--- src/hw/fifo_pkg.sv ---
// fifo package: entry type, status flags and the producer's scrambled value table

package fifo_pkg;

    // ----------------------------------------------------------------------
    // entry type
    // ----------------------------------------------------------------------

    // one FIFO entry, also one hex digit on the display
    typedef logic [3:0] fifo_data_t;

    // ----------------------------------------------------------------------
    // status flags
    // ----------------------------------------------------------------------

    // both flags come from the buffer and are registered there
    typedef struct packed {
        logic empty;
        logic full;
    } fifo_status_t;

    // ----------------------------------------------------------------------
    // producer value table
    // ----------------------------------------------------------------------

    // scrambled sequence pushed by the producer, index 0 first
    // every value 0..f appears once, so the display shows distinct digits
    localparam fifo_data_t [0:15] value_table = '{
        4'h2,
        4'h6,
        4'hd,
        4'hb,
        4'h7,
        4'he,
        4'hc,
        4'h4,
        4'h1,
        4'h0,
        4'h9,
        4'ha,
        4'hf,
        4'h5,
        4'h8,
        4'h3
    };

endpackage

--- src/hw/display_pkg.sv ---
// display package: segment pattern type, hex font and special segment codes

package display_pkg;

    // segments a..g on bits 7..1, dot on bit 0, all active high
    typedef logic [7:0] segment_t;

    // ----------------------------------------------------------------------
    // special codes
    // ----------------------------------------------------------------------

    // dash for a slot that holds no valid entry
    localparam segment_t seg_empty_entry = 8'b0000_0010;

    // decimal point alone, or-ed onto a digit
    localparam segment_t seg_dot = 8'b0000_0001;

    // ----------------------------------------------------------------------
    // hex font
    // ----------------------------------------------------------------------

    // the dot bit is always clear here
    function automatic segment_t hex_font(input fifo_pkg::fifo_data_t value);
        case (value)
            4'h0:    return 8'b1111_1100;
            4'h1:    return 8'b0110_0000;
            4'h2:    return 8'b1101_1010;
            4'h3:    return 8'b1111_0010;
            4'h4:    return 8'b0110_0110;
            4'h5:    return 8'b1011_0110;
            4'h6:    return 8'b1011_1110;
            4'h7:    return 8'b1110_0000;
            4'h8:    return 8'b1111_1110;
            4'h9:    return 8'b1111_0110;
            4'ha:    return 8'b1110_1110;
            4'hb:    return 8'b0011_1110;
            4'hc:    return 8'b1001_1100;
            4'hd:    return 8'b0111_1010;
            4'he:    return 8'b1001_1110;
            default: return 8'b1000_1110;
        endcase
    endfunction

endpackage

--- src/hw/ff_fifo.sv ---
// flip-flop FIFO with registered empty/full flags and a per-slot debug view

module ff_fifo
#(
    parameter int depth = 8
)
(
    input  logic                               clk,
    input  logic                               arst_n,
    input  logic                               push,
    input  logic                               pop,
    input  fifo_pkg::fifo_data_t               write_data,
    output fifo_pkg::fifo_data_t               read_data,
    output fifo_pkg::fifo_status_t             status,
    output logic [depth - 1:0]                 debug_valid,
    output fifo_pkg::fifo_data_t [depth - 1:0] debug_data,
    output logic [$clog2(depth) - 1:0]         wr_ptr,
    output logic [$clog2(depth) - 1:0]         rd_ptr
);

    // depth is a power of two, so the pointers wrap by overflow
    localparam int ptr_w = $clog2(depth);

    typedef logic [ptr_w - 1:0] ptr_t;

    fifo_pkg::fifo_data_t [depth - 1:0] slot_data;
    logic [depth - 1:0]                 slot_valid;

    ptr_t wr_ptr_q;
    ptr_t rd_ptr_q;
    ptr_t wr_ptr_next;
    ptr_t rd_ptr_next;

    logic empty_q;
    logic full_q;

    assign wr_ptr_next = wr_ptr_q + ptr_t'(1);
    assign rd_ptr_next = rd_ptr_q + ptr_t'(1);

    // ----------------------------------------------------------------------
    // storage
    // ----------------------------------------------------------------------

    always_ff @(posedge clk)
    begin
        if (push)
            slot_data[wr_ptr_q] <= write_data;
    end

    // valid bits track which slots hold live data, for the display only
    always_ff @(posedge clk or negedge arst_n)
    begin
        if (!arst_n)
        begin
            slot_valid <= '0;
        end
        else
        begin
            if (pop)
                slot_valid[rd_ptr_q] <= 1'b0;
            if (push)
                slot_valid[wr_ptr_q] <= 1'b1;
        end
    end

    // ----------------------------------------------------------------------
    // pointers and flags
    // ----------------------------------------------------------------------

    // flags are updated together with the pointers instead of being
    // derived from a pointer compare every cycle
    always_ff @(posedge clk or negedge arst_n)
    begin
        if (!arst_n)
        begin
            wr_ptr_q <= '0;
            rd_ptr_q <= '0;
            empty_q  <= 1'b1;
            full_q   <= 1'b0;
        end
        else
        begin
            if (push)
                wr_ptr_q <= wr_ptr_next;
            if (pop)
                rd_ptr_q <= rd_ptr_next;

            // push and pop together keep the fill level, flags stay
            if (push && !pop)
            begin
                empty_q <= 1'b0;
                full_q  <= (wr_ptr_next == rd_ptr_q);
            end
            else if (pop && !push)
            begin
                full_q  <= 1'b0;
                empty_q <= (rd_ptr_next == wr_ptr_q);
            end
        end
    end

    // ----------------------------------------------------------------------
    // outputs
    // ----------------------------------------------------------------------

    assign read_data    = slot_data[rd_ptr_q];
    assign status.empty = empty_q;
    assign status.full  = full_q;

    assign debug_valid  = slot_valid;
    assign debug_data   = slot_data;
    assign wr_ptr       = wr_ptr_q;
    assign rd_ptr       = rd_ptr_q;

endmodule

--- src/hw/fifo_demo_top.sv ---
// FIFO demonstrator top level: producer, flip-flop FIFO and display consumer

module fifo_demo_top
#(
    parameter int depth    = 8,
    parameter int scan_div = 1024
)
(
    input  logic                  clk,
    input  logic                  arst_n,
    input  logic                  push_key,
    input  logic                  pop_key,
    output logic [7:0]            led,
    output display_pkg::segment_t abcdefgh,
    output logic [depth - 1:0]    digit
);

    logic                               push;
    logic                               pop;
    fifo_pkg::fifo_data_t               write_data;
    fifo_pkg::fifo_data_t               read_data;
    fifo_pkg::fifo_data_t               popped;
    fifo_pkg::fifo_status_t             status;
    logic [depth - 1:0]                 debug_valid;
    fifo_pkg::fifo_data_t [depth - 1:0] debug_data;
    logic [$clog2(depth) - 1:0]         wr_ptr;
    logic [$clog2(depth) - 1:0]         rd_ptr;

    // ----------------------------------------------------------------------
    // producer, buffer, consumer
    // ----------------------------------------------------------------------

    sequence_source u_source
    (
        .clk        (clk),
        .arst_n     (arst_n),
        .push_key   (push_key),
        .status     (status),
        .push       (push),
        .write_data (write_data)
    );

    ff_fifo #(.depth(depth)) u_fifo
    (
        .clk         (clk),
        .arst_n      (arst_n),
        .push        (push),
        .pop         (pop),
        .write_data  (write_data),
        .read_data   (read_data),
        .status      (status),
        .debug_valid (debug_valid),
        .debug_data  (debug_data),
        .wr_ptr      (wr_ptr),
        .rd_ptr      (rd_ptr)
    );

    fifo_display #(.depth(depth), .scan_div(scan_div)) u_display
    (
        .clk         (clk),
        .arst_n      (arst_n),
        .pop_key     (pop_key),
        .status      (status),
        .read_data   (read_data),
        .debug_valid (debug_valid),
        .debug_data  (debug_data),
        .wr_ptr      (wr_ptr),
        .rd_ptr      (rd_ptr),
        .pop         (pop),
        .popped      (popped),
        .abcdefgh    (abcdefgh),
        .digit       (digit)
    );

    // full on bit 7, empty on bit 6, last popped value on the low nibble
    assign led = {status.full, status.empty, 2'b00, popped};

endmodule

--- src/hw/fifo_display.sv ---
// FIFO consumer: pops into the LED register and scans all slots onto the 7-segment display

module fifo_display
#(
    parameter int depth    = 8,
    parameter int scan_div = 1024
)
(
    input  logic                               clk,
    input  logic                               arst_n,
    input  logic                               pop_key,
    input  fifo_pkg::fifo_status_t             status,
    input  fifo_pkg::fifo_data_t               read_data,
    input  logic [depth - 1:0]                 debug_valid,
    input  fifo_pkg::fifo_data_t [depth - 1:0] debug_data,
    input  logic [$clog2(depth) - 1:0]         wr_ptr,
    input  logic [$clog2(depth) - 1:0]         rd_ptr,
    output logic                               pop,
    output fifo_pkg::fifo_data_t               popped,
    output display_pkg::segment_t              abcdefgh,
    output logic [depth - 1:0]                 digit
);

    localparam int ptr_w = $clog2(depth);
    localparam int div_w = (scan_div > 1) ? $clog2(scan_div) : 1;

    typedef logic [ptr_w - 1:0] slot_t;
    typedef logic [div_w - 1:0] div_t;

    // ----------------------------------------------------------------------
    // pop side
    // ----------------------------------------------------------------------

    assign pop = pop_key & ~status.empty;

    // the head entry is captured at the popping edge
    always_ff @(posedge clk or negedge arst_n)
    begin
        if (!arst_n)
            popped <= '0;
        else if (pop)
            popped <= read_data;
    end

    // ----------------------------------------------------------------------
    // scan divider and digit select
    // ----------------------------------------------------------------------

    div_t  div_cnt;
    slot_t scan_slot;
    logic  scan_step;

    assign scan_step = (div_cnt == div_t'(scan_div - 1));

    always_ff @(posedge clk or negedge arst_n)
    begin
        if (!arst_n)
            div_cnt <= '0;
        else if (scan_step)
            div_cnt <= '0;
        else
            div_cnt <= div_cnt + div_t'(1);
    end

    // leftmost digit (top bit) shows slot 0, then the lit digit
    // moves right while the slot number counts up
    always_ff @(posedge clk or negedge arst_n)
    begin
        if (!arst_n)
        begin
            digit     <= {1'b1, {(depth - 1){1'b0}}};
            scan_slot <= '0;
        end
        else if (scan_step)
        begin
            digit     <= {digit[0], digit[depth - 1:1]};
            scan_slot <= scan_slot + slot_t'(1);
        end
    end

    // ----------------------------------------------------------------------
    // segment pattern
    // ----------------------------------------------------------------------

    // dash for an empty slot, dot where either pointer sits
    always_comb
    begin
        if (debug_valid[scan_slot])
            abcdefgh = display_pkg::hex_font(debug_data[scan_slot]);
        else
            abcdefgh = display_pkg::seg_empty_entry;

        if (scan_slot == wr_ptr || scan_slot == rd_ptr)
            abcdefgh = abcdefgh | display_pkg::seg_dot;
    end

endmodule

--- src/hw/sequence_source.sv ---
// sequence source: gates the push key and feeds the scrambled table values in order

module sequence_source
(
    input  logic                   clk,
    input  logic                   arst_n,
    input  logic                   push_key,
    input  fifo_pkg::fifo_status_t status,
    output logic                   push,
    output fifo_pkg::fifo_data_t   write_data
);

    // ----------------------------------------------------------------------
    // push gating
    // ----------------------------------------------------------------------

    // a key level held high simply repeats the push every cycle
    // while the FIFO has room
    assign push = push_key & ~status.full;

    // ----------------------------------------------------------------------
    // table index
    // ----------------------------------------------------------------------

    // points at the value the next accepted push will take
    logic [3:0] table_index;

    // refused pushes leave the index alone, so no table value is skipped
    always_ff @(posedge clk or negedge arst_n)
    begin
        if (!arst_n)
        begin
            table_index <= '0;
        end
        else if (push)
        begin
            // wraps naturally after the sixteenth value
            table_index <= table_index + 4'd1;
        end
    end

    // ----------------------------------------------------------------------
    // value lookup
    // ----------------------------------------------------------------------

    // combinational from the index, valid in the same cycle as push
    assign write_data = fifo_pkg::value_table[table_index];

endmodule

--- config.mk ---
export PLATFORM = sky130hd
export DESIGN_NAME = fifo_demo_top
export DESIGN_NICKNAME = d
export VERILOG_FILES = /design/src/hw/fifo_pkg.sv /design/src/hw/display_pkg.sv /design/src/hw/ff_fifo.sv /design/src/hw/fifo_demo_top.sv /design/src/hw/fifo_display.sv /design/src/hw/sequence_source.sv
export SDC_FILE = /design/constraint.sdc
export NUM_CORES = 1
export LEC_CHECK = 0
export BUFFER_PORTS_ARGS = -buffer_cell sky130_fd_sc_hd__buf_4
export CAP_MARGIN = 20
export CORE_MARGIN = 3
export CORE_UTILIZATION = 32
export CTS_BUF_LIST = sky130_fd_sc_hd__clkbuf_8
export CTS_CLUSTER_DIAMETER = 50
export CTS_CLUSTER_SIZE = 40
export DETAILED_ROUTE_END_ITERATION = 10
export HOLD_SLACK_MARGIN = 0.05
export PLACE_DENSITY_LB_ADDON = 0.05
export SLEW_MARGIN = 20
export SYNTH_ARGS = -nofsm -noshare
export SYNTH_HDL_FRONTEND = slang
export SYNTH_SLANG_ARGS = --single-unit
--- constraint.sdc ---
create_clock -name clk -period 4.3 [get_ports clk]
set_input_delay 0.86 -clock clk [delete_from_list [all_inputs] [get_ports clk]]
set_output_delay 0.86 -clock clk [all_outputs]
set_load 0.02 [all_outputs]
==> results.json, run 1 <==
{
  "fmax_mhz": 253,
  "place_congestion": 0.732,
  "synth_area_leaders": "dfrtp_1 (27%), edfxtp_1 (24%), mux4_2 (9.4%)",
  "grt_pass1_vias": 2428,
  "syn_to_final_growth_pct": 11.6,
  "antenna_left": 0,
  "synth_area_per_cell_um2": 12.7,
  "drive_gt1_frac": 0.208,
  "p_clk_frac": 0.188,
  "cts-root-buf": "clkbuf_8",
  "grtUsageTotal": 0.126,
  "power_density_nw_per_um2": 633,
  "synth_top_area_frac": 0.265,
  "synth-seq-area-share": 0.515,
  "grt_pass1_wl_um": 13700,
  "cts_resized": 0,
  "vias": 2422,
  "ys_warn_count": 0,
  "fin_nets": 355,
  "first_pass_iters": 4,
  "die_h_um": 119,
  "die-area_um2": 14100,
  "hpwlAfterDp_um": 5830,
  "wire_per_inst_um": 16.1,
  "antenna_found_initial": 0,
  "crit_required_ns": 3.44,
  "clkSinkCount": 77,
  "rows": 40,
  "postCtsHoldBufs": 0,
  "reg2reg_from": "u_display.div_cnt[0]$_DFF_PN0_",
  "fin_skew_ns": 0.00839,
  "crit_arrival_ns": 3.09,
  "hold_viol": 0,
  "coreArea_um2": 12200,
  "cts.path.max_buffers": 2,
  "yosys.area.top_type": "dfrtp_1",
  "synth_seq_cells": 77,
  "period_share": 0.918,
  "rsz0062_at_grt": "no",
  "tns_ns": 0,
  "numPortBuffers": 25,
  "outcome": "complete, no violations",
  "stdcell_count": 509,
  "async_flop_share": 0.584,
  "min_period_ns": 3.95,
  "cts_max_level": 3,
  "grt_overflow_total": 0,
  "startpoint_type": "flip-flop",
  "worst_pin_slew_ns": 0.934,
  "path_class": "flip-flop to output pin",
  "cts_tree": "done",
  "setup_slack_ns": 0.351,
  "sw_frac_of_total": 0.376,
  "p_comb_frac": 0.367,
  "min_from": "u_display.div_cnt[9]$_DFF_PN0_",
  "first_iter_violations": 149,
  "ys_types": 48,
  "finalSetupViolations": 0,
  "dp.cells": 493,
  "leakagePower_nw": 1.80,
  "floorplan.initialDensity": 0.332,
  "num_io_pins": 28,
  "dieWidth_um": 119,
  "dominantRegCellSynth": "dfrtp_1",
  "slew_headroom": 0.377,
  "synth_edf_count": 32,
  "crit_fanout": 14,
  "crit_path_end_kind": "output pin",
  "maxCapViolations": 0,
  "synth_area_um2": 4060,
  "insertion_delay_ns": 0.36,
  "pwr-share-seq": 0.445,
  "p_int_w": 0.00179,
  "clk_pin_slew_ns": 0.08,
  "antenna_cells": 0,
  "finalPower_w": 0.00287,
  "drv_slew": 0,
  "cts_buffers": 9,
  "grt_max_degree": 46,
  "via_per_inst": 4.76,
  "postCtsSetupRepairBufs": 0,
  "post-place-ws_ns": 0.708,
  "utilization": 0.371,
  "drt-total-wl_um": 8180,
  "drc": 0,
  "ir_drop_mv": 0.273,
  "hold_path_class": "flip-flop to flip-flop",
  "syn_inst": 320,
  "p_switching_w": 0.00108,
  "setup.worst_path.start": "u_display.scan_slot[1]$_DFFE_PN0N_"
}
[cells in the final DEF, fill, tap and decap left out, types with 11 or more instances in the layout]
| cell | instances |
|---|---|
| o21ai_1 | 19 |
| mux4_2 | 17 |
| nand2_1 | 30 |
| nor2_1 | 17 |
| inv_1 | 11 |
| dfrtp_1 | 43 |
| ha_1 | 15 |
| edfxtp_1 | 32 |
| xnor2_1 | 15 |
| buf_4 | 27 |
| mux2i_1 | 12 |
| xor2_1 | 11 |
[state kept, by name (all words and copies together) (netlist names)]
register / count
u_fifo.debug_data: 32
u_display.scan_slot: 3
u_fifo.empty_q: 1
u_fifo.wr_ptr: 3
u_fifo.debug_valid: 8
u_display.digit: 8
u_display.div_cnt: 10
u_source.table_index: 4
u_display.popped: 4
u_fifo.full_q: 1
u_fifo.rd_ptr: 3
[critical path: stages (launching register included)]
cell      delay, ns
dfrtp_1        0.67
mux4_2         0.39
mux2i_1        0.42
inv_1          0.18
ha_1           0.25
or4_1          0.54
o311ai_2       0.08
buf_4          0.18
[stage by stage]
stage          cell area [um^2]  hold WS, ns
6_report                   4530        0.492
5_1_grt                    4530        0.509
4_1_cts                    4530        0.498
3_5_place_dp               4340        0.481
3_3_place_gp               4340        0.470
2_1_floorplan              4060        0.442
[Yosys cell counts (2+ instances only)]
master	n
buf_6	4
dfstp_2	2
nand3_1	6
nor3_1	4
inv_1	9
inv_2	2
nand2_1	30
xor2_1	11
o21ai_1	19
edfxtp_1	32
a31oi_1	2
o21ai_0	5
clkbuf_1	9
mux4_2	17
nor2b_1	5
nand2b_1	8
ha_1	15
buf_2	4
buf_4	5
mux2i_1	12
nor2_1	17
xnor2_1	15
a221oi_1	2
o31ai_1	3
mux2i_4	3
o211ai_1	2
and4_1	2
mux2_1	10
dfrtp_1	43
a21oi_1	4
[power by group through the flow]
stage	Combinational (W)	Sequential, W	Clock, W
6_report	0.00105	0.00128	0.000539
5_1_grt	0.00118	0.00131	0.000598
4_1_cts	0.00107	0.00128	0.000566
3_5_place_dp	0.00107	0.00130	0
3_3_place_gp	0.00106	0.00131	0
2_1_floorplan	0.000891	0.00114	0
[final cells by class]
class | instances | area, um^2
fillers | 1196 | 7680
flip-flops and latches | 77 | 2090
multi-input cells | 210 | 1790
well taps | 168 | 210
repair buffers | 27 | 203
clock buffers | 9 | 124
clock inverters | 7 | 68.8
inverters | 11 | 41.3
[per-layer routing]
layer,global-route usage,share of wire
met1,0.166,0.48
met2,0.194,0.46
met3,0.0407,0.042
met4,0.0463,0.015
met5,0,0
[kinds of logic (layout without fill, tap and decap cells)]
group / count (synthesis) / in the layout / share of synthesized area
buffers and inverters: 34 / 54 / 0.0447
other: 1 / 2 / 0.000924
DFF: 77 / 77 / 0.515
muxes: 43 / 43 / 0.172
xor gates and xnor gates: 26 / 26 / 0.0561
AOI/OAI and AO/OA: 46 / 46 / 0.0752
adders and majority gates: 15 / 15 / 0.0462
and+or+nand+nor: 78 / 78 / 0.0903
[worst paths after layout]
kind                                              endpoint  slack [ns]  depth (start not counted)
max                                            abcdefgh[7]        0.35                          7
min                         u_display.div_cnt[9]$_DFF_PN0_        0.49                          1
max reg2reg                 u_display.digit[3]$_DFFE_PN0N_        2.06                          5
min reg2reg                 u_display.div_cnt[9]$_DFF_PN0_        0.49                          1
max in group asynchronous  u_fifo.debug_valid[5]$_DFF_PN0_        3.37                          1
min in group asynchronous   u_display.div_cnt[2]$_DFF_PN0_        0.51                          1
No activity file was read; power rests on OpenSTA's default activity.
==> run 2, diff against run 1 <==
CORE_ASPECT_RATIO = 0.75   (was unset)
==> run 2 against run 1 <==
Against the previous run:
- die area grew 0.10%
- clock power grew 17%
- worst hold slack lost 0.015 ns
- power grew 4.1%
- largest power group unchanged
- wire length grew 4.7%
- worst setup slack gained 0.062 ns
- flip-flop and latch count is the same
- highest routed layer unchanged
- sequential share of layout area shrank 0.38 points
- design area grew 0.83%
==> results.json, run 2 (same netlist as run 1, synthesis figures left out) <==
{
  "p_switching_w": 0.00112,
  "p_int_w": 0.00186,
  "largest_reg_flops": 32,
  "crit_arrival_ns": 3.03,
  "grt_overflow_total": 0,
  "use_met1": 0.209,
  "clk_pin_slew_ns": 0.08,
  "placed_area_um2": 4340,
  "pwr-share-seq": 0.429,
  "drv_slew": 0,
  "worst_pin_slew_ns": 0.942,
  "setup.worst_path.start": "u_display.scan_slot[0]$_DFFE_PN0N_",
  "leakagePower_nw": 1.81,
  "vias": 2451,
  "fin_nets": 356,
  "seq_area_um2": 2090,
  "via_per_inst": 4.86,
  "cts_tree": "done",
  "maxCapViolations": 0,
  "slew_headroom": 0.367,
  "drive_gt1_frac": 0.216,
  "multi_input_area_um2": 1790,
  "fin_skew_ns": 0.00738,
  "postCtsHoldBufs": 0,
  "numPortBuffers": 25,
  "grtUsageTotal": 0.130,
  "min_from": "u_display.div_cnt[9]$_DFF_PN0_",
  "startpoint_type": "flip-flop",
  "place_congestion": 0.804,
  "antenna_left": 0,
  "postCtsSetupRepairBufs": 0,
  "power_density_nw_per_um2": 654,
  "regToRegSetupSlack_ns": 2.02,
  "crit_required_ns": 3.44,
  "setup_slack_ns": 0.413,
  "fillerInstances": 1176,
  "cts.path.max_buffers": 2,
  "antenna_cells": 0,
  "grt_max_degree": 46,
  "floorplan.initialDensity": 0.338,
  "cts_buffers": 9,
  "ir_drop_mv": 0.285,
  "rows": 34,
  "crit_path_end_kind": "output pin",
  "grt_busiest_layer": "met1",
  "period_share": 0.904,
  "min_period_ns": 3.89,
  "whs_ns": 0.477,
  "rsz0062_at_grt": "no",
  "crit_fanout": 5,
  "hpwlAfterDp_um": 6290,
  "reg2reg_from": "u_display.div_cnt[0]$_DFF_PN0_",
  "cts_max_level": 3,
  "hold_viol": 0,
  "grt_use_met3": 0.0349,
  "drc": 0,
  "mostFrequentLayoutCells": "dfrtp_1 (43), edfxtp_1 (32), nand2_1 (30)",
  "die_h_um": 104,
  "finalSetupViolations": 0,
  "first_pass_iters": 4,
  "cts_resized": 0,
  "final_common_cell": "dfrtp_1",
  "p_comb_frac": 0.361,
  "outcome": "complete, no violations",
  "tns_ns": 0,
  "insertion_delay_ns": 0.36,
  "hold_path_class": "flip-flop to flip-flop",
  "die-area_um2": 14100,
  "p_clk_frac": 0.211,
  "drt-total-wl_um": 8570,
  "grtUsageMet2": 0.168,
  "fmax_mhz": 257,
  "cts-root-buf": "clkbuf_8",
  "utilization": 0.381,
  "path_class": "flip-flop to output pin",
  "grt_pass1_wl_um": 14000,
  "grt_pass1_vias": 2444,
  "post-place-ws_ns": 0.775,
  "num_io_pins": 28,
  "wire_per_inst_um": 17.0,
  "fin_area_um2": 4570,
  "first_iter_violations": 132,
  "dieWidth_um": 136,
  "clkSinkCount": 77,
  "coreArea_um2": 12000,
  "sw_frac_of_total": 0.377,
  "antenna_found_initial": 0,
  "syn_to_final_growth_pct": 12.5
}
-- run 2: cell count changes in the layout (fill, tap and decap cells not counted), sizes merged --
cell      delta
clkinv       -4
buf          +1
inv          +1
clkinvlp     +2
bufinv       +1
-- run 2: critical path: stages, from the launching register on --
cell	delay, ns
dfrtp_1	0.50
mux4_2	0.53
mux2i_1	0.41
inv_1	0.17
ha_1	0.25
or4_1	0.54
o311ai_2	0.08
buf_4	0.19
-- run 2: path summary, 6_finish.rpt --
path | endpoint | cells after the start
max | abcdefgh[7] | 7
min | u_display.div_cnt[9]$_DFF_PN0_ | 1
max reg2reg | u_display.digit[4]$_DFFE_PN0N_ | 5
min reg2reg | u_display.div_cnt[9]$_DFF_PN0_ | 1
max in group asynchronous | u_display.popped[1]$_DFFE_PN0P_ | 1
min in group asynchronous | u_display.digit[6]$_DFFE_PN0N_ | 1
-- run 2: metal layers --
metal  vias up  part of all wire  wire [um]
met2        43              0.40       3470
li1       1178                 -          -
met1      1225              0.55       4690
met3         5             0.039        334
met5         -                 0          0
met4         0            0.0089         76
-- run 2: area by class of cell --
| type | instances | share of cell area |
|---|---|---|
| repair buffers | 28 | 0.0460 |
| flip-flops and latches | 77 | 0.458 |
| clock buffers | 9 | 0.0271 |
| well taps | 162 | 0.0444 |
| multi-input cells | 210 | 0.393 |
| inverters | 11 | 0.00904 |
| clock inverters | 7 | 0.0233 |
-- run 2: power groups by stage --
stage | sequential [W] | combinational [W] | clock (W)
2_1_floorplan | 0.00114 | 0.000891 | 0
3_3_place_gp | 0.00130 | 0.00109 | 0
3_5_place_dp | 0.00130 | 0.00109 | 0
4_1_cts | 0.00128 | 0.00109 | 0.000655
5_1_grt | 0.00132 | 0.00120 | 0.000688
6_report | 0.00128 | 0.00108 | 0.000628
-- run 2: per-stage QoR --
| step | power, W | std cells |
|---|---|---|
| 2_1_floorplan | 0.00203 | 321 |
| 3_3_place_gp | 0.00239 | 488 |
| 3_5_place_dp | 0.00238 | 488 |
| 4_1_cts | 0.00303 | 504 |
| 5_1_grt | 0.00320 | 504 |
| 6_report | 0.00299 | 504 |
